`src/common/glbl_settings.svh`:
```
// Global register block settings
// Register addresses, strap bit positions, chip ID and reset values
`ifndef GLBL_SETTINGS_SVH
`define GLBL_SETTINGS_SVH

// Word addresses on the register bus
`define ADDR_CHIP_ID               0
`define ADDR_RST_CTRL              1
`define ADDR_GLBL_CFG              2
`define ADDR_IRQ_MASK              3
`define ADDR_IRQ_STAT              4
`define ADDR_MFUNC_SEL             5
`define ADDR_SYS_STRAP             14
`define ADDR_MAILBOX               15
`define ADDR_SW_REG0               16
`define NUM_SW_REGS                8

// Manufacturer 8268h, one core, chip id 5, revision 01h
`define CHIP_ID_WORD               32'h8268_1501

// System strap bit positions
`define STRAP_RISCV_RESET_MODE     0
`define STRAP_RISCV_CACHE_BYPASS   1
`define STRAP_RISCV_SRAM_CLK_EDGE  2

// Reset control, bit 8 added when the boot strap releases core 0
`define RST_CTRL_DEFAULT           32'h0000_0003
`define RST_CTRL_BOOT_BIT          8
`define RST_BIT_CPU_INTF           0
`define RST_BIT_QSPIM              1
`define RST_BIT_SSPIM              2
`define RST_BIT_UART0              3
`define RST_BIT_I2CM               4
`define RST_BIT_USB                5
`define RST_BIT_UART1              6
`define RST_BIT_CPU_CORE           8

// Writable bits of the config word: 31:16, 8 and 3:0
`define GLBL_CFG_MASK              32'hFFFF_010F
`define MFUNC_SEL_DEFAULT          32'h8000_0000

// Software register reset words
`define SW_SIGNATURE               32'h8273_8343
`define SW_RELEASE_DATE            32'h1508_2022
`define SW_REVISION                32'h0005_2000

`endif

```
`src/common/glbl_pkg.sv`:
```
// Global register block types
// Word, address, byte-enable, select and interrupt vector types
`default_nettype none

package glbl_pkg;

   //----------------------------------------
   // Bus side
   //----------------------------------------

   // One register word
   typedef logic [31:0] reg_data_t;

   // Word address, 32 locations
   typedef logic [4:0]  reg_addr_t;

   // One enable per byte lane
   typedef logic [3:0]  reg_be_t;

   // One-hot decode, bit n selects address n
   typedef logic [31:0] reg_sel_t;

   //----------------------------------------
   // Interrupts
   //----------------------------------------

   // Sources, mask, status and lines share this width
   typedef logic [31:0] irq_vec_t;

endpackage

`default_nettype wire

```
`src/design/reg_bus_ctrl.sv`:
```
// Register bus controller
// Address decode, write strobe, one-cycle acknowledge and read capture
`timescale 1ns/1ps
`include "glbl_settings.svh"
`default_nettype none

module reg_bus_ctrl
   import glbl_pkg::*;
(
   input  wire logic      mclk,
   input  wire logic      s_reset_n,
   // Host side
   input  wire logic      reg_cs,
   input  wire logic      reg_wr,
   input  wire reg_addr_t reg_addr,
   input  wire reg_data_t reg_wdata,
   input  wire reg_be_t   reg_be,
   // Live strap readable as a register
   input  wire reg_data_t system_strap,
   // Read words from the register sets
   input  wire reg_data_t bank_rdata,
   input  wire reg_data_t irq_rdata,
   // Towards the register sets
   output reg_sel_t       reg_sel,
   output logic           wr_stb,
   output reg_data_t      wr_data,
   output reg_be_t        wr_be,
   // Host side response
   output reg_data_t      reg_rdata,
   output logic           reg_ack
);

   localparam reg_data_t CHIP_ID = `CHIP_ID_WORD;

   // Access taken this cycle
   logic      access;
   reg_data_t rd_word;

   //----------------------------------------
   // Decode
   //----------------------------------------

   // New access only when no ack is pending
   assign access  = reg_cs & ~reg_ack;

   // Full 5-bit decode with a bit per address
   assign reg_sel = reg_sel_t'(1) << reg_addr;

   // Commit lands on the edge that raises ack
   assign wr_stb  = access & reg_wr;
   assign wr_data = reg_wdata;
   assign wr_be   = reg_be;

   //----------------------------------------
   // Read word
   //----------------------------------------

   // Sets return zero when not selected so a plain OR merges them
   // Chip ID and strap live here
   assign rd_word = bank_rdata
                  | irq_rdata
                  | ({32{reg_sel[`ADDR_CHIP_ID]}} & CHIP_ID)
                  | ({32{reg_sel[`ADDR_SYS_STRAP]}} & system_strap);

   //----------------------------------------
   // Acknowledge and capture
   //----------------------------------------

   // Ack pulses for one cycle per access
   always_ff @(posedge mclk or negedge s_reset_n) begin
      if (!s_reset_n) begin
         reg_ack <= 1'b0;
      end else begin
         reg_ack <= access;
      end
   end

   // Word as it was before the commit edge
   always_ff @(posedge mclk) begin
      if (access) begin
         reg_rdata <= rd_word;
      end
   end

   // Back-to-back cs still leaves a gap cycle between acks
   a_ack_single : assert property (
      @(posedge mclk) disable iff (!s_reset_n)
      reg_ack |=> !reg_ack
   );

   // Decode drives exactly one register
   a_sel_onehot : assert property (
      @(posedge mclk) disable iff (!s_reset_n)
      $onehot(reg_sel)
   );

endmodule

`default_nettype wire

```
`config.mk`:
```
export PLATFORM = sky130hd
export DESIGN_NAME = reg_bus_ctrl
export DESIGN_NICKNAME = d
export VERILOG_FILES = /design/src/common/glbl_pkg.sv /design/src/design/reg_bus_ctrl.sv
export VERILOG_INCLUDE_DIRS = /design/src /design/src/common
export SDC_FILE = /design/constraint.sdc
export NUM_CORES = 1
export LEC_CHECK = 0
export ABC_AREA = 1
export ABC_CLOCK_PERIOD_IN_PS = 2900
export BUFFER_PORTS_ARGS = -buffer_cell sky130_fd_sc_hd__buf_2
export CAP_MARGIN = 25
export CORE_AREA = 2 2 95 97
export DETAILED_ROUTE_END_ITERATION = 8
export DIE_AREA = 0 0 97 99
export SYNTH_ARGS = -nofsm -noshare
export SYNTH_HDL_FRONTEND = slang
export SYNTH_SLANG_ARGS = --single-unit
```
`constraint.sdc`:
```
create_clock -name mclk -period 2.9 [get_ports mclk]
set_clock_uncertainty 0.2 [all_clocks]
set_input_delay 0.58 -clock mclk [delete_from_list [all_inputs] [get_ports mclk]]
set_output_delay 0.58 -clock mclk [all_outputs]
set_load 0.005 [all_outputs]
```
; ---- Word level (Yosys, flattened, before mapping)
; Cells that the tools add are included.
; Widths: inputs -> output; s select.
[totals]
wordCells = 10
reg_bits = 33
[classes]
n_shift = 1
n_bitwise = 7
[ops]
columns = operator, n
row1 = $or 32x32->32, 3
row2 = $and 32x32->32, 1
row3 = $shl 1x5->32 const A, 1
row4 = $and 1x1->1, 2
row5 = $not 1->1, 1

; ---- Longest topological paths before layout
; Gate-level depths: netlist of the first run.
[depth]
depth_word = 3
ltp_mapped = 7
ltp_nobuf = 5

; ---- Worst setup path before layout of the first run
; OpenSTA, ideal clock, no wires.
[synth_path]
path_kind = input -> register
startpoint = in reg_cs
endpoint = reg reg_rdata[0], enable pin
path_slack_ps = 270
arrival_ps = 2007
stages = 2
setup_ps = 423
cell_sequence = inv_1 nor2_1
[synth_via]
elab_chain_len = 1
[synth_rtl]
columns = item, line_no
row1 = "start, declared", reg_bus_ctrl.sv:13  ; input wire logic reg_cs,
row2 = $and 1x1->1, reg_bus_ctrl.sv:44  ; assign access = reg_cs & ~reg_ack;
row3 = net access, reg_bus_ctrl.sv:36  ; logic access;
row4 = "end signal, assigned", reg_bus_ctrl.sv:81  ; reg_rdata <= rd_word;
row5 = "end, declared", reg_bus_ctrl.sv:29  ; output reg_data_t reg_rdata,
; The timed path passes the listed nets, and every way through them passes these cells.
; A chain may end at the register's enable or synchronous reset.

; ---- Worst setup path after layout of the first run
[layout_path]
startpoint = in reg_addr[4]
endpoint = out reg_sel[0]
[layout_via]
elab_chain_len = 1
[layout_rtl]
columns = item, line_no
row1 = "start, declared", reg_bus_ctrl.sv:15  ; input wire reg_addr_t reg_addr,
row2 = $shl 1x5->32, reg_bus_ctrl.sv:47  ; assign reg_sel = reg_sel_t'(1) << reg_addr;
row3 = "end, declared", reg_bus_ctrl.sv:24  ; output reg_sel_t reg_sel,
; No other way between the ends.

==> results.md, run 1 <==
* CP Buf/Inv Count at 4
* Fmax at about 430 MHz
* Initial antenna violation count at 0
* Root Buffer: clkbuf_8
* Global-route usage over all layers at 0.1378
* Crit end category: output pin
* Status: completed
* Yosys reg bits at 33
* Layout cells sized above 1 at 0.5104
* Layout fillers at approximately 910
* First-pass detailed-route iteration total at 4
* Postcts setup bufs at 0
* Max cap viols at 0
* Die Height at 99 microns
* Max_slew headroom at 0.7314
* CTS tree: built
* Via/cell ratio at between 4 and 5
* Area of the die at about 9600 sq um
* Mapped Area at 2110 sq um
* Chip width at between 90 and 100 microns
* Num rows at 34
* Crit path cell chain: buf_2 -> inv_2 -> nand4_4 -> inv_1 -> buf_2
* Tightest Pin Transition at between 0.4 and 0.5 ns
* Drt drc at 0
* Post-synth top area share at 0.4555
* Worst setup path category: in2out
* Largest net degree at the start of global routing at 34
* Post-synthesis sequential area ratio at 0.4674
* Drt wl/cell at around 14 microns
* Post-synth EDFFs at 32
* Detailed placement HPWL at between 5 and 6 mm
* Initial core utilization at 0.2467
* Crit path max fanout at 17
* DRT iter0 DRCs at 28
* First-pass GRT wire length at 10.38 mm
* Top post-synthesis cells by area: edfxtp_1 46%, buf_4 13%, nand2_1 11%
* Endpoints failing hold at 0
* CP peak stage delay at ~0.29 ns
* RSZ-0062 raised after global routing: no
* Leak pwr at around 1.4 nW
* Hold Crit Depth at 3
* Gr ovfl total at 0
* CTS Buf Count at 5
* Final instance area at roughly 2900 sq um
* # clock sinks at 33
* Tightest Hold Check Type: in2reg
* Mapped Cells at between 200 and 300
* ANT nets after route at 0
* Worst EP arrival at 1.55 ns
* Vias in the first global route at slightly above 2,000
* Final Max Tran Viols at 0
* Placeable Area at approximately 8600 sq um
* Critical path depth at 5
* Routed WL at between 6 and 7 mm
* Period utilization at 0.8043
* Worst Setup Start Kind: primary input
* FF-to-FF path depth at 2
* IO buf count at 170
* # diodes at 0
* Nets@finish at 526
* Area leader, netlist: edfxtp_1
* Async SR Flop Fraction at 0.03030
* Synth warn at 0
* Min cycle time layout at about 2.3 ns
* PwrDens at around 380 nW/um^2
* Syn Nets at 392
* Setup TNS Final at 0 ns
* Count leader, synth: nand2_1
* Htree depth at 2
* Clk_lat worst skew at 0.27 ns
* CP most frequent cell: buf_2
* Mean post-synth cell area at 8.404 sq um
* Setup Viol. Count Final at 0
* Clock Tree Buf Depth at 2
* Final RePlAce weighted congestion at 0.8588
* Family with the most delay on the worst path: buffers and inverters
* Worst-path clk slew at roughly 0.070 ns
* Slowest CP cell: inv_2
* Worst EP required at around 2.1 ns
* I/O pins at 243
* DP Area at approximately 2800 sq um
* CTS-repair resized insts at 0
* Max rail drop VDD at around 0.15 mV
* Syn-to-layout area delta at 35.41%
* Most common library cells after synthesis: 64 x nand2_1, 59 x nor2_1, 37 x buf_4
* Via count at between 2,000 and 2,500
* Yosys cell types at 19
* Ys flop type: edfxtp_1
==> path summary, 6_finish.rpt <==
check	slack, ns	end	from
worst min register to register	0.60	reg_ack	reg_ack
worst max register to register	1.47	reg_rdata[26]	reg_ack
worst min-delay path	0.36	reg_rdata[27]	bank_rdata[27]
worst max-delay path	0.57	reg_sel[0]	reg_addr[4]
max in group asynchronous	1.99	reg_ack	s_reset_n
min in group asynchronous	0.42	reg_ack	s_reset_n
==> registers in the layout, summed over array words and instances, names as in the netlist <==
signal and cells:
reg_ack 1, reg_rdata 32
==> where the power goes <==
group	switching, mW	leakage [nW]	internal [mW]
Sequential	0.00517	0.293	0.551
Combinational	0.0980	1.10	0.0894
Clock	0.167	0.0439	0.165
==> kinds of logic (layout without fill, tap and decap cells) <==
kind of cell           count (synthesis)  count (layout)  synth area share
buffers and inverters                 62             197            0.2005
AND/OR/NAND/NOR                      156             156            0.3321
flip-flops                            33              33            0.4674
==> cells in the final DEF, fill, tap and decap left out, types with 2 or more instances in the layout <==
cell type / Yosys / final
inv_2: 2 / 2
nor2_1: 59 / 58
clkinv_2: 0 / 2
nor3_1: 4 / 4
nand3_1: 6 / 6
inv_1: 13 / 13
buf_2: 4 / 170
nand4_4: 2 / 2
nand2_1: 64 / 64
nand4_1: 9 / 9
edfxtp_1: 32 / 32
clkbuf_8: 0 / 5
nand2_2: 9 / 9
buf_4: 37 / 2
==> stage by stage <==
stage | instances | total power [mW] | hold slack (ns) | setup WS (ns) | utilization
floorplan | 251 | 0.6857 | 0.08441 | 0.2696 | -
global placement | 485 | 0.7525 | 0.1588 | 0.5595 | 0.3228
detailed placement | 485 | 0.7554 | 0.1576 | 0.5481 | 0.3228
CTS | 494 | 1.095 | 0.3434 | 0.5456 | 0.3341
global route | 494 | 1.147 | 0.3538 | 0.4262 | 0.3341
finish | 494 | 1.076 | 0.3555 | 0.5676 | 0.3341
==> layer usage <==
layer  track usage  wire (microns)  up-vias
li1              -               -     1032
met1        0.1235            2190      859
met2        0.2821            3788      141
met3       0.04823             772       17
met4       0.04659             153        0
met5             0               0        -
==> repair_timing <==
| item | in CTS | in global routing |
|---|---|---|
| endpoints found under the hold margin | 1 | 0 |
| hold buffers | 1 | 0 |
| setup endpoints to repair | 0 | 0 |
==> worst reg2reg max path: stages (launching register included) <==
cell	delay (ns)
dfrtp_1	0.41
nor2_4	0.10
buf_4	0.37
==> area by class of cell <==
class,instances,area (sq um),area share
inverter,16,65.06,0.02278
multi-input combinational,156,708.2,0.2479
clock buffer,5,68.82,0.02409
tap,108,135.1,0.04731
sequential,33,985.9,0.3452
clock inverter,3,17.52,0.006132
timing repair buffer,173,875.8,0.3066
Power figures use the tool's default switching activity.
==> inputs of run 2 (changes only) <==
--- a/config.mk
+++ b/config.mk
@@ -7,12 +7,13 @@
 export NUM_CORES = 1
 export LEC_CHECK = 0
 export ABC_AREA = 1
-export ABC_CLOCK_PERIOD_IN_PS = 2900
+export ABC_CLOCK_PERIOD_IN_PS = 2000
 export BUFFER_PORTS_ARGS = -buffer_cell sky130_fd_sc_hd__buf_2
 export CAP_MARGIN = 25
-export CORE_AREA = 2 2 95 97
+export CORE_AREA = 2 2 94 96
 export DETAILED_ROUTE_END_ITERATION = 8
-export DIE_AREA = 0 0 97 99
+export DIE_AREA = 0 0 96 98
+export PLACE_DENSITY = 0.66
 export SYNTH_ARGS = -nofsm -noshare
 export SYNTH_HDL_FRONTEND = slang
 export SYNTH_SLANG_ARGS = --single-unit
==> constraint.sdc (replaced) <==
create_clock -name mclk -period 2 [get_ports mclk]
set_clock_uncertainty 0.2 [all_clocks]
set_input_delay 0.4 -clock mclk [delete_from_list [all_inputs] [get_ports mclk]]
set_output_delay 0.4 -clock mclk [all_outputs]
set_load 0.005 [all_outputs]
==> run 2 against run 1 <==
Core utilization rose by 1.2 points. Total power is 55% higher. Sequential share of layout area decreased by 0.83 points. Flip-flop and latch count unchanged. Cell area grew 2.5%. Clock-buffer cell count up 1. Combinational power increased by 50%. Clock power rose by 76%. Final cell count increased by 0.81%. Critical path type unchanged.
==> results.md, run 2 (synthesis gave the netlist of run 1 again) <==
* Status: completed
* Crit end category: output pin
* # diodes at 0 (unchanged)
* FF-to-FF End: reg_rdata[25]
* CTS-repair resized insts at 0 (unchanged)
* Cts-stage hold buffer count at 1 (unchanged)
* Chip width at 96 microns (-1.0%)
* Final Max Tran Viols at 0 (unchanged)
* Fmax at approximately 540 MHz
* Worst EP required at 1.40 ns (-0.72 ns)
* Sequential Power Share at 0.482 (-0.035)
* First-pass GRT wire length at 9.473 mm (-8.7%)
* Clock Tree Buf Depth at 2 (unchanged)
* Biggest register: reg_rdata
* Layout fillers at 882 (-2.8%)
* Global-route usage over all layers at 0.1316 (-0.006211)
* Nets@finish at 530 (+0.76%)
* Max cap viols at 0 (unchanged)
* Crit path max fanout at 10 (-7)
* Tightest Pin Transition at 0.3112 ns (-0.09173 ns)
* Setup Viol. Count Final at 0 (unchanged)
* Routed WL at 6.835 mm (-1.0%)
* CP peak stage delay at 0.26 ns (-0.03 ns)
* Hold slack at 0.1808 ns (-0.1748 ns)
* Reg-to-Reg Start: reg_ack
* Largest net degree at the start of global routing at 34 (unchanged)
* Worst setup path category: in2out
* Min cycle time layout at 1.868 ns
* Drt wl/cell at 13.72 microns (-1.8%)
* RSZ-0062 raised after global routing: no
* IO buf count at 170 (unchanged)
* I/O pins at 243 (unchanged)
* Top flop regs: reg_rdata: 32 flops, reg_ack: 1 flops
* Htree depth at 2 (unchanged)
* Most common cell after layout, fill and taps aside: buf_2
* Area of the die at 9408 sq um (-2.0%)
* Endpoints failing hold at 0 (unchanged)
* Setup TNS Final at 0 ns (unchanged)
* First-pass detailed-route iteration total at 5 (+1)
* Commonest cells after routing, fill and taps aside: 170 x buf_2, 64 x nand2_1, 58 x nor2_1, 32 x edfxtp_1, 13 x inv_1
* CP Buf/Inv Count at 2 (-2)
* Period utilization at 0.9340
* Num rows at 34 (unchanged)
* Vias in the first global route at 1,924 (-4.8%)
* Hold Path Sink: reg_rdata[13]
* Power Internal at 1.304 mW (+62%)
* Initial core utilization at 0.2492 (+0.002479)
* PwrDens at 571.2 nW/um^2 (+52%)
* CTS tree: built
* Max_slew headroom at 0.7922 (+0.06085)
* Combinational fraction of design power at 0.168 (-0.006)
* Critical path depth at 5 (unchanged)
* FF-to-FF path depth at 2 (unchanged)
* Placeable Area at 8466 sq um (-1.0%)
* Worst Setup Start Kind: primary input
* Gr ovfl total at 0 (unchanged)
* Slowest CP cell: nor2_2
* Drt drc at 0 (unchanged)
* CTS Buf Count at 5 (unchanged)
* Final RePlAce weighted congestion at 0.9141 (+6.4%)
* Via/cell ratio at 4.173 (+0.60%)
* DRT iter0 DRCs at 58 (+110%)
* Tightest Hold Check Type: in2reg
* ANT nets after route at 0 (unchanged)
* # clock sinks at 33 (unchanged)
* Largest register FFs at 32 (unchanged)
* Initial antenna violation count at 0 (unchanged)
* Max rail drop VDD at 0.2326 mV (+50%)
* Detailed placement HPWL at 5.907 mm (+0.76%)
* Via count at 2,078 (+1.4%)
* Hold Crit Depth at 3 (unchanged)
* Clk_lat worst skew at 0.27 ns (about the same)
* Root Buffer: clkbuf_8
* Worst EP arrival at 1.27 ns (-0.28 ns)
* Net Sw Frac at 0.2198 (-0.03123)
* Die Height at 98 microns (-1.0%)
* CP most frequent cell: buf_2
* P_sw at 367.3 uW (+36%)
* Clock power share at 0.350 (+0.041)
* Leak pwr at 1.469 nW (+2.3%)
* Hold path startpoint: bank_rdata[13]
* Crit path cell chain: buf_2 -> nor2_2 -> nand3_1 -> nor2_1 -> buf_2
* Syn-to-layout area delta at 38.73%
* Postcts setup bufs at 0 (unchanged)
* Family with the most delay on the worst path: simple AND/OR/NAND/NOR gates
* Layout cells sized above 1 at 0.5103 (about the same)
* FF-to-FF setup slack at 0.71 ns (-0.76 ns)
* Worst-path clk slew at 0.06 ns (about the same)
run 2: layer usage:
metal,share of wire,GRT usage,wire length (microns),up-vias
li1,-,-,-,1035
met4,0.026,0.04286,175,0
met5,0,0,0,-
met3,0.12,0.04630,853,11
met2,0.55,0.2810,3730,147
met1,0.30,0.1004,2076,885
run 2: how the worst max path moves through the flow:
| stage | from | endpoint |
|---|---|---|
| 5_1_grt | reg_addr[0] | reg_sel[28] |
| 4_1_cts | reg_addr[0] | reg_sel[20] |
| 3_5_place_dp | reg_addr[0] | reg_sel[20] |
| 3_3_place_gp | reg_addr[0] | reg_sel[24] |
| 6_report | reg_addr[0] | reg_sel[8] |
| 2_1_floorplan | reg_cs | reg_rdata[0] |
run 2: cell type report:
| class | count | area (sq um) | area share |
|---|---|---|---|
| clock buffers | 6 | 72.57 | 0.02480 |
| repair buffers | 177 | 930.9 | 0.3181 |
| well taps | 108 | 135.1 | 0.04617 |
| inverters | 16 | 65.06 | 0.02223 |
| flip-flops and latches | 33 | 985.9 | 0.3369 |
| clock inverters | 2 | 33.78 | 0.01154 |
| multi-input cells | 156 | 703.2 | 0.2403 |
run 2: metrics by stage:
step                      total power, mW  worst slack, ns  cell area (sq um)  cells    util
after global routing                1.768          0.05158               2927    498  0.3457
after global placement              1.098           0.1695               2810    489  0.3320
final                               1.672           0.1321               2927    498  0.3457
after CTS                           1.707           0.1396               2927    498  0.3457
after floorplan                    0.9940           0.1067               2112    251       -
after detailed placement            1.105           0.1401               2810    489  0.3320
run 2: worst reg2reg max path, delay by kind of cell (launching register included):
family / cells / cell delay [ns]
DFF: 1 / 0.40
buffers and inverters: 1 / 0.22
and+or+nand+nor: 1 / 0.16
run 2: power by group through the flow:
stage | Combinational [mW] | Clock (mW) | Sequential [mW]
after CTS | 0.286 | 0.614 | 0.807
after global routing | 0.316 | 0.643 | 0.809
after global placement | 0.277 | 0 | 0.821
final | 0.281 | 0.584 | 0.806
after floorplan | 0.166 | 0 | 0.828
after detailed placement | 0.283 | 0 | 0.822
==> inputs of run 3 (changes only) <==
--- a/config.mk
+++ b/config.mk
@@ -8,12 +8,13 @@
 export LEC_CHECK = 0
 export ABC_AREA = 1
 export ABC_CLOCK_PERIOD_IN_PS = 2000
-export BUFFER_PORTS_ARGS = -buffer_cell sky130_fd_sc_hd__buf_2
+export BUFFER_PORTS_ARGS = -buffer_cell sky130_fd_sc_hd__buf_4
 export CAP_MARGIN = 25
 export CORE_AREA = 2 2 94 96
 export DETAILED_ROUTE_END_ITERATION = 8
 export DIE_AREA = 0 0 96 98
 export PLACE_DENSITY = 0.66
+export RECOVER_POWER = 25
 export SYNTH_ARGS = -nofsm -noshare
 export SYNTH_HDL_FRONTEND = slang
 export SYNTH_SLANG_ARGS = --single-unit
==> run 3 against run 2 <==
Flip-flop and latch count unchanged. Non-clock buffer count unchanged. Core utilization rose by 4.7 points. Via count up 1.1%. Clock-buffer cell count unchanged. Hold slack got worse by 0.0059 ns. Final cell count stayed put. Register-to-register slack worse by 0.43 ns. Wire length rose by 4.2%. Die area stayed put. Sequential share of layout area down 4.0 points. Largest power group unchanged.
==> results.md, run 3 (synthesis gave the netlist of run 1 again) <==
* Status: completed
* Endpoints failing hold at 0 (unchanged)
* Worst-path clk slew at 0.07 ns (about the same)
* Hold path startpoint: bank_rdata[17]
* Worst Setup Start Kind: primary input
* Clock power share at 0.338 (-0.012)
* Tightest Pin Transition at 0.8018 ns (+0.4905 ns)
* Detailed placement HPWL at 6.098 mm (+3.2%)
* Crit end category: output pin
* Vias in the first global route at 1,993 (+3.6%)
* Initial core utilization at 0.2492 (unchanged)
* First-pass GRT wire length at 9.984 mm (+5.4%)
* Area of the die at 9408 sq um (unchanged)
* Initial antenna violation count at 0 (unchanged)
* Die Height at 98 microns (unchanged)
* Routed WL at 7.120 mm (+4.2%)
* FF-to-FF setup slack at 0.28 ns (-0.43 ns)
* Drt wl/cell at 14.30 microns (+4.2%)
* IO buf count at 170 (unchanged)
* RSZ-0062 raised after global routing: no
* FF-to-FF path depth at 2 (unchanged)
* Via count at 2,100 (+1.1%)
* Syn-to-layout area delta at 57.59%
* CTS Buf Count at 5 (unchanged)
* Period utilization at 0.9241 (-0.009891)
* Layout cells sized above 1 at 0.5103 (unchanged)
* Num rows at 34 (unchanged)
* Clock Tree Buf Depth at 2 (unchanged)
* Power Internal at 1.376 mW (+5.5%)
* Tightest Hold Check Type: in2reg
* Chip width at 96 microns (unchanged)
* Top flop regs: reg_rdata: 32 flops, reg_ack: 1 flops
* I/O pins at 243 (unchanged)
* # clock sinks at 33 (unchanged)
* Final Max Tran Viols at 0 (unchanged)
* Postcts setup bufs at 0 (unchanged)
* Placed cells at 489 (unchanged)
* Net Sw Frac at 0.2154 (-0.004370)
* Max_slew headroom at 0.4655 (-0.3267)
* PwrDens at 527.6 nW/um^2 (-7.6%)
* Setup Viol. Count Final at 0 (unchanged)
* Htree depth at 2 (unchanged)
* Reg-to-Reg Start: reg_ack
* Sequential Power Share at 0.462 (-0.020)
* DRT iter0 DRCs at 32 (-45%)
* # diodes at 0 (unchanged)
* First-pass detailed-route iteration total at 3 (-2)
* CTS tree: built
* Clk_lat worst skew at 0.27 ns (about the same)
* Non-Filler Instances at 498 (unchanged)
* ANT nets after route at 0 (unchanged)
* FF-to-FF End: reg_rdata[13]
* Largest register FFs at 32 (unchanged)
* Largest net degree at the start of global routing at 34 (unchanged)
* Biggest register: reg_rdata
* Fmax at 541.1 MHz (+1.1%)
* Commonest cells after routing, fill and taps aside: 174 x buf_4, 64 x nand2_1, 58 x nor2_1, 32 x edfxtp_1, 13 x inv_1
* Hold Crit Depth at 3 (unchanged)
* Max cap viols at 0 (unchanged)
* Placeable Area at 8466 sq um (unchanged)
* Gr ovfl total at 0 (unchanged)
* Setup TNS Final at 0 ns (unchanged)
* Root Buffer: clkbuf_8
* Nets@finish at 530 (unchanged)
* Final RePlAce weighted congestion at 0.9301 (+1.8%)
* Most common cell after layout, fill and taps aside: buf_4
* Worst setup path category: in2out
* Drt drc at 0 (unchanged)
* Min cycle time layout at 1.848 ns (-0.01978 ns)
* P_sw at 377.8 uW (+2.9%)
* Worst EP arrival at 1.25 ns (-0.02 ns)
* Worst EP required at 1.40 ns (about the same)
* Leak pwr at 1.587 nW (+8.0%)
* Via/cell ratio at 4.217 (+1.1%)
* Global-route usage over all layers at 0.1395 (+0.007895)
* Max rail drop VDD at 0.2482 mV (+6.7%)
* Hold Path Sink: reg_rdata[17]
* Combinational fraction of design power at 0.201 (+0.033)
* Crit path max fanout at 9 (-1)
[run 3: critical path, stage by stage]
cell,delay [ns]
buf_4,0.15
inv_1,0.22
nand4_1,0.16
nor2_1,0.18
buf_4,0.14
[run 3: final cells by class]
type	instances	area, sq um
flip-flops and latches	33	985.9
fillers	863	5141
repair buffers	177	1329
clock buffers	6	72.57
multi-input cells	156	703.2
inverters	16	65.06
well taps	108	135.1
clock inverters	2	33.78
[run 3: through the flow]
step / util / power [mW] / worst slack, ns / instance area, sq um / hold WS, ns
after floorplan: - / 0.9940 / 0.1067 / 2112 / -0.09559
after global placement: 0.3807 / 1.177 / 0.2062 / 3223 / -0.02401
after detailed placement: 0.3807 / 1.184 / 0.1560 / 3223 / -0.02351
after CTS: 0.3945 / 1.791 / 0.1498 / 3339 / 0.1652
after global routing: 0.3927 / 1.850 / 0.09363 / 3324 / 0.1734
final: 0.3927 / 1.754 / 0.1518 / 3324 / 0.1749
[run 3: power by group through the flow]
stage                     clock [mW]  sequential, mW  combinational (mW)
after floorplan                    0           0.828               0.166
after global placement             0           0.822               0.355
after detailed placement           0           0.824               0.360
after CTS                      0.620           0.809               0.363
after global routing           0.650           0.812               0.389
final                          0.593           0.810               0.352
[run 3: worst max path at each step]
stage / cells past startpoint / start / slack (ns) / endpoint
after floorplan: 2 / reg_cs / 0.11 / reg_rdata[0]
after global placement: 5 / reg_addr[0] / 0.21 / reg_sel[24]
after detailed placement: 5 / reg_addr[3] / 0.16 / reg_sel[19]
after CTS: 5 / reg_addr[3] / 0.15 / reg_sel[19]
after global routing: 5 / reg_addr[3] / 0.09 / reg_sel[19]
final: 5 / reg_addr[3] / 0.15 / reg_sel[19]
[run 3: routing by layer]
metal | GRT usage | share of wire | vias to the layer above
li1 | - | - | 1035
met3 | 0.05093 | 0.13 | 13
met4 | 0.05385 | 0.030 | 0
met2 | 0.2885 | 0.55 | 151
met1 | 0.1099 | 0.30 | 901
met5 | 0 | 0 | -
[run 3: timing repair]
action,in CTS,in global routing
hold endpoints to repair,1,0
hold buffers,1,0
resized for setup,0,0
