$ cat src/common/glbl_settings.svh
// Global register block settings
// Register addresses, strap bit positions, chip ID and reset values
`ifndef GLBL_SETTINGS_SVH
`define GLBL_SETTINGS_SVH

// Word addresses on the register bus
`define ADDR_CHIP_ID               0
`define ADDR_RST_CTRL              1
`define ADDR_GLBL_CFG              2
`define ADDR_IRQ_MASK              3
`define ADDR_IRQ_STAT              4
`define ADDR_MFUNC_SEL             5
`define ADDR_SYS_STRAP             14
`define ADDR_MAILBOX               15
`define ADDR_SW_REG0               16
`define NUM_SW_REGS                8

// Manufacturer 8268h, one core, chip id 5, revision 01h
`define CHIP_ID_WORD               32'h8268_1501

// System strap bit positions
`define STRAP_RISCV_RESET_MODE     0
`define STRAP_RISCV_CACHE_BYPASS   1
`define STRAP_RISCV_SRAM_CLK_EDGE  2

// Reset control, bit 8 added when the boot strap releases core 0
`define RST_CTRL_DEFAULT           32'h0000_0003
`define RST_CTRL_BOOT_BIT          8
`define RST_BIT_CPU_INTF           0
`define RST_BIT_QSPIM              1
`define RST_BIT_SSPIM              2
`define RST_BIT_UART0              3
`define RST_BIT_I2CM               4
`define RST_BIT_USB                5
`define RST_BIT_UART1              6
`define RST_BIT_CPU_CORE           8

// Writable bits of the config word: 31:16, 8 and 3:0
`define GLBL_CFG_MASK              32'hFFFF_010F
`define MFUNC_SEL_DEFAULT          32'h8000_0000

// Software register reset words
`define SW_SIGNATURE               32'h8273_8343
`define SW_RELEASE_DATE            32'h1508_2022
`define SW_REVISION                32'h0005_2000

`endif

$ cat src/common/glbl_pkg.sv
// Global register block types
// Word, address, byte-enable, select and interrupt vector types
`default_nettype none

package glbl_pkg;

   //----------------------------------------
   // Bus side
   //----------------------------------------

   // One register word
   typedef logic [31:0] reg_data_t;

   // Word address, 32 locations
   typedef logic [4:0]  reg_addr_t;

   // One enable per byte lane
   typedef logic [3:0]  reg_be_t;

   // One-hot decode, bit n selects address n
   typedef logic [31:0] reg_sel_t;

   //----------------------------------------
   // Interrupts
   //----------------------------------------

   // Sources, mask, status and lines share this width
   typedef logic [31:0] irq_vec_t;

endpackage

`default_nettype wire

$ cat src/design/irq/irq_stat_ctrl.sv
// Interrupt status and mask
// Syncs USB and I2C sources, sets status from hardware, W1C from software
`timescale 1ns/1ps
`include "glbl_settings.svh"
`default_nettype none

module irq_stat_ctrl
   import glbl_pkg::*;
(
   input  wire logic       mclk,
   input  wire logic       s_reset_n,
   // Decoded write from the bus controller
   input  wire reg_sel_t   reg_sel,
   input  wire logic       wr_stb,
   input  wire reg_data_t  wr_data,
   input  wire reg_be_t    wr_be,
   // Sources
   input  wire logic       usb_intr,
   input  wire logic       i2cm_intr,
   input  wire logic       pwm_intr,
   input  wire logic [2:0] timer_intr,
   input  wire irq_vec_t   gpio_intr,
   output reg_data_t       irq_rdata,
   output irq_vec_t        irq_lines
);

   // Two-stage synchronizers, async domains
   logic [1:0] usb_sync;
   logic [1:0] i2cm_sync;

   irq_vec_t   hw_req;
   irq_vec_t   irq_mask;
   irq_vec_t   irq_stat;
   irq_vec_t   stat_clr;

   always_ff @(posedge mclk or negedge s_reset_n) begin
      if (!s_reset_n) begin
         usb_sync  <= '0;
         i2cm_sync <= '0;
      end else begin
         usb_sync  <= {usb_sync[0], usb_intr};
         i2cm_sync <= {i2cm_sync[0], i2cm_intr};
      end
   end

   // GPIO 7:0 belong to port A, not routed here
   assign hw_req = {gpio_intr[31:8], 2'b00, pwm_intr, usb_sync[1], i2cm_sync[1],
                    timer_intr};

   //----------------------------------------
   // Mask and status
   //----------------------------------------

   // Write 1 clears, per enabled byte
   always_comb begin
      stat_clr = '0;
      for (int b = 0; b < 4; b++) begin
         if (wr_stb && reg_sel[`ADDR_IRQ_STAT] && wr_be[b]) begin
            stat_clr[8*b +: 8] = wr_data[8*b +: 8];
         end
      end
   end

   always_ff @(posedge mclk or negedge s_reset_n) begin
      if (!s_reset_n) begin
         irq_mask <= '0;
         irq_stat <= '0;
      end else begin
         for (int b = 0; b < 4; b++) begin
            if (wr_stb && reg_sel[`ADDR_IRQ_MASK] && wr_be[b]) begin
               irq_mask[8*b +: 8] <= wr_data[8*b +: 8];
            end
         end
         // Set wins over clear
         irq_stat <= (irq_stat & ~stat_clr) | hw_req;
      end
   end

   assign irq_lines = irq_mask & irq_stat;

   assign irq_rdata = ({32{reg_sel[`ADDR_IRQ_MASK]}} & irq_mask)
                    | ({32{reg_sel[`ADDR_IRQ_STAT]}} & irq_stat);

   // A line is only ever raised by a pending status bit
   a_line_needs_stat : assert property (
      @(posedge mclk) disable iff (!s_reset_n)
      (irq_lines & ~irq_stat) == '0
   );

endmodule

`default_nettype wire

$ cat config.mk
export PLATFORM = sky130hd
export DESIGN_NAME = irq_stat_ctrl
export DESIGN_NICKNAME = d
export VERILOG_FILES = /design/src/common/glbl_pkg.sv /design/src/design/irq/irq_stat_ctrl.sv
export VERILOG_INCLUDE_DIRS = /design/src /design/src/common
export SDC_FILE = /design/constraint.sdc
export NUM_CORES = 1
export LEC_CHECK = 0
export BUFFER_PORTS_ARGS = -buffer_cell sky130_fd_sc_hd__buf_2
export CORE_ASPECT_RATIO = 1.4
export CORE_MARGIN = 4
export CORE_UTILIZATION = 45
export CTS_BUF_LIST = sky130_fd_sc_hd__clkbuf_16
export CTS_CLUSTER_DIAMETER = 200
export DETAILED_ROUTE_END_ITERATION = 8
export GPL_TIMING_DRIVEN = 0
export PLACE_DENSITY = 0.83
export SYNTH_ARGS = -nofsm -noshare
export SYNTH_HDL_FRONTEND = slang
export SYNTH_SLANG_ARGS = --single-unit
$ cat constraint.sdc
create_clock -name mclk -period 1.1 [get_ports mclk]
set_input_delay 0 -clock mclk [delete_from_list [all_inputs] [get_ports mclk]]
set_output_delay 0 -clock mclk [all_outputs]
set_load 0.01 [all_outputs]
Yosys cells after proc, flatten, opt, wreduce, memory -nomap -nowiden
Cells that the tools add are included.

word-level totals
  bits of input ports = 109
  bits in registers = 68
  output and inout port bits = 64

operators by class
  muxes and demuxes = 4
  reductions and logical operators = 10
  bitwise operators = 7

operators by type and width
  operator           count
  $and 32x32->32     4
  $or 32x32->32      2
  $mux 8             4
  $not 32->32        1
  $logic_and 1x1->1  10

Longest topological paths before layout
Gate-level depths: netlist of run 1.

  depth after elaboration = 6
  mapped depth = 4
  depth with buffers taken out = 2

Worst setup path before layout of run 1
No wires, ideal clock.

  path type = input-to-reg
  start = input port wr_be[1]
  end = register irq_mask[10]
  arrival = 614 ps
  data required time = 975 ps
  stages on the path = 3
  path slack = 361 ps
  path buffers = 1
  path through = buf_2 nand3_4 mux2_2

between the ends
  word-level cells in the longest chain between the ends = 1

RTL lines
  what                            RTL line             text
  start: declaration              irq_stat_ctrl.sv:16  input wire reg_be_t wr_be,
  $logic_and 1x1->1               irq_stat_ctrl.sv:70  if (wr_stb && reg_sel[`ADDR_IRQ_MASK] && wr_be[b]) begin
  end signal: indexed assignment  irq_stat_ctrl.sv:71  irq_mask[8*b +: 8] <= wr_data[8*b +: 8];
  end: declaration                irq_stat_ctrl.sv:32  irq_vec_t irq_mask;

Every way passes these cells.
A chain may end at the register's enable or synchronous reset.

Worst setup path after layout of run 1
  start = register irq_mask[4]
  end = output port irq_rdata[4]

between the ends
  word-level cells in the longest chain between the ends = 2

RTL lines
  what              RTL line             text
  $and 32x32->32    irq_stat_ctrl.sv:81  assign irq_rdata = ({32{reg_sel[`ADDR_IRQ_MASK]}} & irq_mask)
  $or 32x32->32     irq_stat_ctrl.sv:81
  end: declaration  irq_stat_ctrl.sv:23  output reg_data_t irq_rdata,

Every way passes these cells.

==> results.json, run 1 <==
{
  "syn_area_sq_um": 3146,
  "worst_slack_ns": -0.01331,
  "wl_mm": 9.565,
  "min_path_type": "input pin to flip-flop",
  "ys.flop_type": "dfrtp_1",
  "wire_per_inst_um": 17.14,
  "wl_met3_um": 455,
  "start_util_pct": 46.95,
  "track_usage_pct": 23.37,
  "synth-async-reset-ratio_pct": 100.0,
  "finalWeightedCongestion": 0.7872,
  "hold_violations": 0,
  "seq_power_share_pct": 39.4,
  "placed_area_sq_um": 3914,
  "yosys-top-cells-count": "68 x dfrtp_1, 32 x a22o_1, 32 x and2_1, 32 x mux2_2",
  "die_x_um": 78.66,
  "drc_errors": 0,
  "syn_nets": 363,
  "cts_tree": "built",
  "clock-root-buffer": "clkbuf_16",
  "finalSetupTns_ns": -0.02335,
  "clk_pin_slew_ns": 0.06,
  "clkSinkCount": 68,
  "ys_warn_count": 0,
  "nNetsFinal": 569,
  "viasPerCell": 5.305,
  "combPwrFrac_pct": 22.5,
  "drv_cap": 0,
  "ir_worst_vdd_uv": 1252,
  "synthCells": 254,
  "rsz0062_at_grt": "true",
  "skew_ns": 0.0006398,
  "outcome": "finished, violations left",
  "dr_wl_met2_mm": 5.281,
  "drtAntennaViolNets": 0,
  "slew_violations": 0,
  "switching_share_pct": 27.43,
  "wl_met1_mm": 3.482,
  "ys_ff_latch": 68,
  "p_int_mw": 5.456,
  "end_kind": "output port",
  "startpoint_type": "flip-flop",
  "powerDensity_nw_per_um2": 1542,
  "reg2reg_depth": 2,
  "synth_edf_count": 0,
  "gr-total-overflow": 0,
  "worst_slew_pin_slew_ns": 0.8666,
  "cts_buffer_depth": 2,
  "grt_pass1_wl_mm": 15.34,
  "period_share_pct": 101.2,
  "numCtsBuffers": 9,
  "core-area_sq_um": 6700,
  "cp_data_required_time_ns": 1.10,
  "yosys.area.top_type": "dfrtp_1",
  "post-dp-hpwl_mm": 5.885,
  "rows": 35,
  "synth.area.top_cells": "dfrtp_1 54%, mux2_2 11%, a22o_1 8.9%",
  "antenna_found_initial": 0,
  "syn_area_per_cell_sq_um": 12.38,
  "cts-htree-levels": 3,
  "power.switching_mw": 2.063,
  "min_period_ns": 1.113,
  "crit_type": "flip-flop to output port",
  "regArea_sq_um": 1702,
  "critPathMaxFanout": 3,
  "die_area_sq_um": 8411,
  "design_area_sq_um": 4876,
  "clk_latency_ns": 0.32,
  "nFillCells": 440,
  "clkPwrFrac_pct": 38.1,
  "num_io_pins": 173,
  "ys_seq_area_share_pct": 54.10,
  "numPortBuffers": 130,
  "grt_pass1_vias": 3229,
  "final-setup-viol-count": 2,
  "areaGrowthSynthToFinish_pct": 55.01,
  "fmax_mhz": 898.2,
  "vias": 2960,
  "grt_start_max_net_pins": 69,
  "drt-initial-drc-count": 140,
  "chipHeight_um": 106.9,
  "p_leak_nw": 2.233,
  "dr.pass1.iters": 4,
  "drive_gt1_share_pct": 42.80,
  "final_util_pct": 72.77,
  "hold_ws_ns": 0.09632,
  "synth_most_common_cell": "dfrtp_1",
  "synth_cell_types": 16,
  "routed.top_layer": "met4",
  "slew_headroom_pct": 42.23,
  "yosysTopAreaCellShare_pct": 54.10,
  "rrSetupSlack_ns": 0.20,
  "hold_depth": 3,
  "violations": "negative setup slack",
  "multi_input_area_sq_um": 1323,
  "cp.arrival_ns": 1.11
}
## timing repair
item / in CTS / in global routing
setup endpoints to repair: 4 / 25
pin swaps: 4 / 21
hold buffers: 63 / 0
gates resized for setup: 0 / 3
buffers inserted: 0 / 2
endpoints found under the hold margin: 134 / 0
## final cells by class
type / instances / share of cell area, %
clock inverters: 7 / 1.565
plain buffers: 17 / 2.027
multi-input cells: 163 / 27.12
flip-flops and latches: 68 / 34.90
clock buffers: 9 / 4.619
repair buffers: 195 / 26.89
well taps: 92 / 2.361
inverters: 6 / 0.4619
diodes: 1 / 0.05132
## final timing paths
path,from,to
max,irq_mask[4],irq_rdata[4]
min,wr_be[2],irq_stat[17]
max reg2reg,irq_mask[5],irq_mask[5]
min reg2reg,i2cm_sync[0],i2cm_sync[1]
max in group asynchronous,s_reset_n,irq_stat[19]
min in group asynchronous,s_reset_n,usb_sync[1]
## critical path, cell delays in order, from the launching register on
cell and delay, ns:
dfrtp_1 0.41, a22o_1 0.24, buf_2 0.14
## through the flow
stage	instances	setup WS [ns]	total power, mW
floorplan	254	0.3615	3.793
global placement	476	-0.2502	4.433
detailed placement	476	0.04283	4.473
CTS	555	-0.007385	7.494
global route	557	-0.03298	7.841
finish	558	-0.01331	7.519
## flip-flops by register name (all words and copies together) (netlist names)
name / count
usb_sync: 2
irq_mask: 32
irq_stat: 32
i2cm_sync: 2
## layout by cell type (no fill, tap or decap)
master / netlist / final
clkinv_4: 0 / 2
a21boi_0: 2 / 2
dfrtp_1: 68 / 68
a31oi_1: 6 / 6
bufinv_16: 0 / 1
clkinvlp_4: 0 / 2
buf_2: 10 / 137
nand4_1: 24 / 24
and2_1: 32 / 32
buf_6: 1 / 3
a21o_1: 24 / 24
nand3_4: 4 / 4
inv_6: 0 / 1
nor2_1: 6 / 6
clkbuf_1: 2 / 2
clkbuf_16: 0 / 9
and3_1: 1 / 1
inv_1: 6 / 6
clkinv_2: 0 / 1
a22o_1: 32 / 32
dlygate4sd3_1: 0 / 63
buf_4: 4 / 7
mux2_2: 32 / 32
diode_2: 0 / 1
## kinds of logic after synthesis
group / count (synthesis) / synth area share, %
simple gates: 67 / 14.28
flops: 68 / 54.10
compound gates: 64 / 16.31
mux: 32 / 11.46
buf+inv: 23 / 3.859
## layer usage
| metal | vias up | track usage (%) |
|---|---|---|
| met2 | 119 | 43.74 |
| met5 | - | 0 |
| met4 | 0 | 12.50 |
| met1 | 1454 | 24.90 |
| li1 | 1355 | - |
| met3 | 32 | 3.109 |
## power groups by stage
stage,clock [mW],sequential [mW],combinational [mW]
2_1_floorplan,0,2.94,0.850
3_3_place_gp,0,2.98,1.45
4_1_cts,2.89,2.95,1.65
5_1_grt,3.03,2.99,1.83
6_report,2.87,2.96,1.69
3_5_place_dp,0,3.00,1.48
No activity file was read; power rests on OpenSTA's default activity.
==> run 2: changes to the inputs <==
--- a/config.mk
+++ b/config.mk
@@ -6,6 +6,7 @@
 export SDC_FILE = /design/constraint.sdc
 export NUM_CORES = 1
 export LEC_CHECK = 0
+export ABC_AREA = 1
 export BUFFER_PORTS_ARGS = -buffer_cell sky130_fd_sc_hd__buf_2
 export CORE_ASPECT_RATIO = 1.4
 export CORE_MARGIN = 4
@@ -14,7 +15,8 @@
 export CTS_CLUSTER_DIAMETER = 200
 export DETAILED_ROUTE_END_ITERATION = 8
 export GPL_TIMING_DRIVEN = 0
-export PLACE_DENSITY = 0.83
+export PLACE_DENSITY = 0.8
+export REMOVE_ABC_BUFFERS = 1
 export SYNTH_ARGS = -nofsm -noshare
 export SYNTH_HDL_FRONTEND = slang
 export SYNTH_SLANG_ARGS = --single-unit
==> run 2 against run 1 <==
Against the previous run:
- the flow now finishes without violations
- setup slack improved by 0.020 ns
- sequential share of layout area fell by 2.3 points
- combinational power rose by 8%
- sequential power fell by 1%
- area after synthesis rose by 13%
- clock skew barely moved
- critical path depth did not move
- utilization fell by 5.4 points
- routed wire length rose by 5.0%
- power fell by 4.5%
- cell area rose by 7.1%
- register-to-register slack improved by 0.12 ns
- highest routed layer unchanged
==> results.json, run 2 <==
{
  "clkPwrFrac_pct": 33.8,
  "wl_mm": 10.04,
  "synthCells": 417,
  "layout_commonest_cell": "buf_2",
  "num_io_pins": 173,
  "areaGrowthSynthToFinish_pct": 46.80,
  "cts_buffer_depth": 2,
  "start_util_pct": 45.88,
  "critPathMaxFanout": 2,
  "drtAntennaViolNets": 0,
  "nNetsFinal": 728,
  "numPortBuffers": 134,
  "p_leak_nw": 3.041,
  "ys_warn_count": 0,
  "min_period_ns": 1.094,
  "critPathSlowestCell": "dfrtp_1",
  "synth_edf_count": 0,
  "syn_area_sq_um": 3556,
  "cp_slowest_stage_delay_ns": 0.39,
  "grt_start_max_net_pins": 69,
  "chipHeight_um": 113.2,
  "final_util_pct": 67.36,
  "fin_total_pwr_mw": 7.179,
  "die_area_sq_um": 9409,
  "syn_area_per_cell_sq_um": 8.527,
  "core-area_sq_um": 7750,
  "instances_no_fill": 724,
  "outcome": "finished, final reports clean",
  "startpoint_type": "flip-flop",
  "fmax_mhz": 914.5,
  "skew_ns": 0.001063,
  "finalWeightedCongestion": 0.8283,
  "ir_worst_vdd_uv": 850.1,
  "period_share_pct": 99.41,
  "dr.pass1.iters": 4,
  "yosys.area.top_type": "dfrtp_1",
  "cp_data_required_time_ns": 1.10,
  "final_cell_mix": "127 x buf_2, 123 x nand2_1, 100 x inv_1, 68 x dfrtp_1, 63 x dlygate4sd3_1",
  "ys_seq_area_share_pct": 47.85,
  "rows": 38,
  "ys_ff_latch": 68,
  "critPathBufInv": 1,
  "min_path_type": "input pin to flip-flop",
  "dp_cells": 628,
  "crit_type": "flip-flop to output port",
  "cts_tree": "built",
  "drc_errors": 0,
  "power.switching_mw": 2.070,
  "combPwrFrac_pct": 25.5,
  "finalSetupTns_ns": 0,
  "worst_slew_pin_slew_ns": 0.8733,
  "powerDensity_nw_per_um2": 1375,
  "yosysTopAreaCellShare_pct": 47.85,
  "antenna_found_initial": 0,
  "hold_violations": 0,
  "drive_gt1_share_pct": 32.42,
  "die_x_um": 83.13,
  "drt-initial-drc-count": 152,
  "clock-root-buffer": "clkbuf_16",
  "ys.flop_type": "dfrtp_1",
  "post-dp-hpwl_mm": 5.669,
  "drv_cap": 0,
  "clkSinkCount": 68,
  "synth_most_common_cell": "nand2_1",
  "synth-async-reset-ratio_pct": 100.0,
  "clk_latency_ns": 0.32,
  "top_regs": "irq_mask (32), irq_stat (32)",
  "slew_violations": 0,
  "switching_share_pct": 28.83,
  "synth.area.top_cells": "dfrtp_1 48%, nand2_1 13%, inv_1 10%",
  "slew_headroom_pct": 41.78,
  "yosys-top-cells-count": "123 x nand2_1, 98 x inv_1, 68 x dfrtp_1, 32 x o21ai_2",
  "critPathTopFamily": "flip-flops",
  "clk_pin_slew_ns": 0.05,
  "vias": 3542,
  "final-setup-viol-count": 0,
  "rsz0062_at_grt": "true",
  "grt_pass1_vias": 3593,
  "wire_per_inst_um": 13.87,
  "cts-htree-levels": 3,
  "end_kind": "output port",
  "cp.arrival_ns": 1.09,
  "synth_cell_types": 14,
  "gr-total-overflow": 0,
  "seq_power_share_pct": 40.7,
  "p_int_mw": 5.109,
  "track_usage_pct": 21.68,
  "crit_chain": "a22o_1, buf_2",
  "viasPerCell": 4.892,
  "grt_pass1_wl_mm": 16.57,
  "numCtsBuffers": 9
}
==> run 2: cell count changes in the layout (fill, tap and decap cells not counted), sizes merged, moves of 24 or more <==
cell | previous run | this run
mux2 | 32 | 0
and2 | 32 | 0
inv | 7 | 100
o21ai | 0 | 34
a21o | 24 | 0
nand2 | 0 | 127
==> run 2: area by class of cell <==
class	count	area, sq um
timing repair buffer	214	1461
sequential	68	1702
multi-input combinational	228	1311
fill	607	2530
tap	100	125.1
inverter	98	367.9
antenna	1	2.502
clock buffer	9	225.2
clock inverter	6	25.02
==> run 2: cell families (layout without fill, tap and decap cells) <==
group,count (synthesis),count (layout),synth area share (%)
compound gates,66,66,15.83
buf+inv,121,327,15.27
flops,68,68,47.85
other cells,0,1,0
simple gates,162,162,21.04
==> run 2: path summary, 6_finish.rpt <==
| check | to | startpoint | slack (ns) | cells past startpoint |
|---|---|---|---|---|
| setup / recovery | irq_rdata[2] | irq_mask[2] | 0.006 | 2 |
| hold / removal | irq_stat[4] | wr_be[0] | 0.1 | 4 |
| setup reg to reg | irq_mask[2] | irq_mask[2] | 0.32 | 3 |
| hold reg to reg | usb_sync[1] | usb_sync[0] | 0.35 | 0 |
| max in group asynchronous | irq_stat[10] | s_reset_n | 0.14 | 2 |
| min in group asynchronous | i2cm_sync[1] | s_reset_n | 0.38 | 2 |
==> run 2: timing repair <==
| item | 4_1_cts | 5_1_grt |
|---|---|---|
| pin swaps | 5 | 11 |
| buffers inserted | 8 | 9 |
| hold endpoints to repair | 134 | 0 |
| gates resized for setup | 2 | 7 |
| setup endpoints to repair | 52 | 63 |
| hold buffers | 63 | 0 |
==> run 2: per-layer routing <==
metal  GRT usage, %  part of all wire, %  vias up
met4          10.58                  2.9        0
li1               -                    -     1708
met5              0                    0        -
met1          24.38                   38     1666
met2          38.54                   53      144
met3          4.880                  6.3       24
==> run 2: power by group through the flow <==
| stage | registers [mW] | clock network (mW) | logic (mW) |
|---|---|---|---|
| 2_1_floorplan | 2.92 | 0 | 0.791 |
| 3_3_place_gp | 2.95 | 0 | 1.42 |
| 3_5_place_dp | 2.97 | 0 | 1.46 |
| 4_1_cts | 2.92 | 2.50 | 1.71 |
| 5_1_grt | 2.95 | 2.61 | 2.02 |
| 6_report | 2.92 | 2.43 | 1.83 |
==> run 2: worst reg2reg max path: stages (launching register included) <==
cell,delay (ns)
dfrtp_1,0.39
buf_4,0.14
nand2_1,0.07
o21ai_2,0.06
==> run 2: metrics by stage <==
| stage | hold slack, ns | instance area, sq um | setup WS [ns] |
|---|---|---|---|
| after global routing | 0.1032 | 5218 | -0.03511 |
| after floorplan | -0.2956 | 3381 | 0.4607 |
| after global placement | 0.1079 | 4177 | -0.3512 |
| after detailed placement | 0.1191 | 4179 | -0.3691 |
| after CTS | 0.08299 | 5125 | 0.001383 |
| final | 0.09779 | 5220 | 0.006458 |
==> run 3: changes to the inputs <==
--- a/config.mk
+++ b/config.mk
@@ -8,7 +8,7 @@
 export LEC_CHECK = 0
 export ABC_AREA = 1
 export BUFFER_PORTS_ARGS = -buffer_cell sky130_fd_sc_hd__buf_2
-export CORE_ASPECT_RATIO = 1.4
+export CORE_ASPECT_RATIO = 2
 export CORE_MARGIN = 4
 export CORE_UTILIZATION = 45
 export CTS_BUF_LIST = sky130_fd_sc_hd__clkbuf_16
==> constraint.sdc (replaced) <==
create_clock -name mclk -period 1.3 [get_ports mclk]
set_input_delay 0 -clock mclk [delete_from_list [all_inputs] [get_ports mclk]]
set_output_delay 0 -clock mclk [all_outputs]
set_load 0.01 [all_outputs]
==> run 3 against run 2 <==
Against the previous run:
- flip-flop and latch count stayed put
- utilization is 0.71 points lower
- global-route usage is 0.47 points higher
- via count is 2.2% lower
- sequential share of layout area is 0.74 points higher
- clock skew hardly changed
- critical path depth is 4 higher
- combinational power is 23% lower
- cell area is 2.2% lower
- largest power group unchanged
==> results.json, run 3 (same netlist as run 2, synthesis figures left out) <==
{
  "outcome": "finished, final reports clean",
  "clk_pin_slew_ns": 0.05,
  "min_path_type": "input pin to flip-flop",
  "wire_per_inst_um": 14.23,
  "cp_data_required_time_ns": 1.51,
  "critPathSlowestCell": "dlygate4sd3_1",
  "min_period_ns": 1.251,
  "dr_wl_met2_mm": 5.477,
  "track_usage_pct": 22.14,
  "hold_violations": 0,
  "slew_violations": 0,
  "final_cell_mix": "131 x buf_2, 123 x nand2_1, 99 x inv_1, 68 x dfrtp_1, 64 x dlygate4sd3_1",
  "viasPerCell": 4.927,
  "areaGrowthSynthToFinish_pct": 43.53,
  "critPathMaxFanout": 2,
  "fmax_mhz": 799.6,
  "numPortBuffers": 134,
  "worst_slew_pin_slew_ns": 0.9377,
  "cts_buffer_depth": 2,
  "rrSetupSlack_ns": 0.10,
  "cts_setup_buffers": 0,
  "powerDensity_nw_per_um2": 1214,
  "grt_start_max_net_pins": 69,
  "drive_gt1_share_pct": 30.76,
  "period_share_pct": 96.20,
  "startpoint_type": "input pin",
  "wl_mm": 10.00,
  "drtAntennaViolNets": 0,
  "final_util_pct": 66.65,
  "antenna_found_initial": 0,
  "crit_type": "input pin to flip-flop",
  "routed.top_layer": "met4",
  "gr-total-overflow": 0,
  "drt-initial-drc-count": 204,
  "finalWeightedCongestion": 0.8318,
  "clk_latency_ns": 0.33,
  "drv_cap": 0,
  "placed_area_sq_um": 4172,
  "dr.pass1.iters": 4,
  "cts-htree-levels": 3,
  "grt_pass1_vias": 3580,
  "slew_headroom_pct": 37.48,
  "cp.arrival_ns": 1.46,
  "cp_slowest_stage_delay_ns": 0.55,
  "skew_ns": 0.001351,
  "drc_errors": 0,
  "post-dp-hpwl_mm": 6.140,
  "rows": 45,
  "top_regs": "irq_mask (32), irq_stat (32)",
  "layout_commonest_cell": "buf_2",
  "wl_met1_mm": 3.861,
  "core-area_sq_um": 7657,
  "dp_cells": 622,
  "final-setup-viol-count": 0,
  "crit_chain": "dlygate4sd3_1, buf_2, nand4_1, nand2_1, nand2_1, dlygate4sd3_1",
  "start_util_pct": 46.44,
  "grt_pass1_wl_mm": 16.82,
  "clkSinkCount": 68,
  "die_x_um": 70.86,
  "finalSetupTns_ns": 0,
  "nNetsFinal": 712,
  "hold_ws_ns": 0.07921,
  "chipHeight_um": 133.7,
  "clock-root-buffer": "clkbuf_16",
  "rsz0062_at_grt": "false",
  "vias": 3464,
  "num_io_pins": 173,
  "p_leak_nw": 2.960,
  "cts_tree": "built",
  "wl_met3_um": 413,
  "design_area_sq_um": 5104,
  "ir_worst_vdd_uv": 978.6,
  "end_kind": "flip-flop",
  "die_area_sq_um": 9474,
  "numCtsBuffers": 9,
  "instances_no_fill": 703
}
run 3: cell types whose count changed in the layout (fill, tap and decap cells not counted):
cell / previous run / this run
bufinv_16: 0 / 1
inv_1: 100 / 99
buf_4: 19 / 2
buf_6: 4 / 0
o21ai_0: 1 / 2
buf_2: 127 / 131
dlygate4sd3_1: 63 / 64
clkinvlp_4: 0 / 1
o21ai_1: 1 / 0
run 3: worst max-delay path: cells and delay by family:
kind | cells | cell delay, ns
buffers and inverters | 3 | 1.21
and+or+nand+nor | 3 | 0.25
run 3: routing by layer:
metal	GRT usage (%)	vias to the layer above
met5	0	-
met4	10.88	0
met3	4.607	22
met2	38.11	117
met1	25.59	1643
li1	-	1682
run 3: timing repair:
action                                  4_1_cts  5_1_grt
hold endpoints to repair                    134        0
gates resized for setup                       1        1
gates cloned                                  0        0
hold buffers                                 64        0
endpoints found under the setup margin        2        1
run 3: worst paths after layout:
check	cells past startpoint	to	from
hold / removal	4	irq_stat[25]	wr_be[3]
hold reg to reg	0	usb_sync[1]	usb_sync[0]
setup reg to reg	3	irq_stat[27]	irq_stat[27]
min in group asynchronous	2	irq_stat[26]	s_reset_n
max in group asynchronous	2	irq_stat[22]	s_reset_n
setup / recovery	6	irq_stat[27]	wr_data[27]
run 3: layout make-up:
cell class / count / area (sq um)
clock inverter: 7 / 58.81
timing repair buffer: 198 / 1319
fill: 619 / 2554
inverter: 98 / 367.9
tap: 94 / 117.6
sequential: 68 / 1702
antenna: 1 / 2.502
clock buffer: 9 / 225.2
multi-input combinational: 228 / 1311
run 3: where the power goes:
| part | switching, mW | total [mW] | leakage, nW | internal [mW] |
|---|---|---|---|---|
| Clock | 0.850 | 2.30 | 0.141 | 1.45 |
| Sequential | 0.163 | 2.48 | 0.747 | 2.32 |
| Combinational | 0.759 | 1.41 | 2.07 | 0.648 |
run 3: per-stage QoR:
step	power, mW	setup WS, ns
2_1_floorplan	3.143	0.6607
3_3_place_gp	3.717	-0.1295
3_5_place_dp	3.763	-0.1710
4_1_cts	6.259	0.01335
5_1_grt	6.518	0.01746
6_report	6.196	0.04944
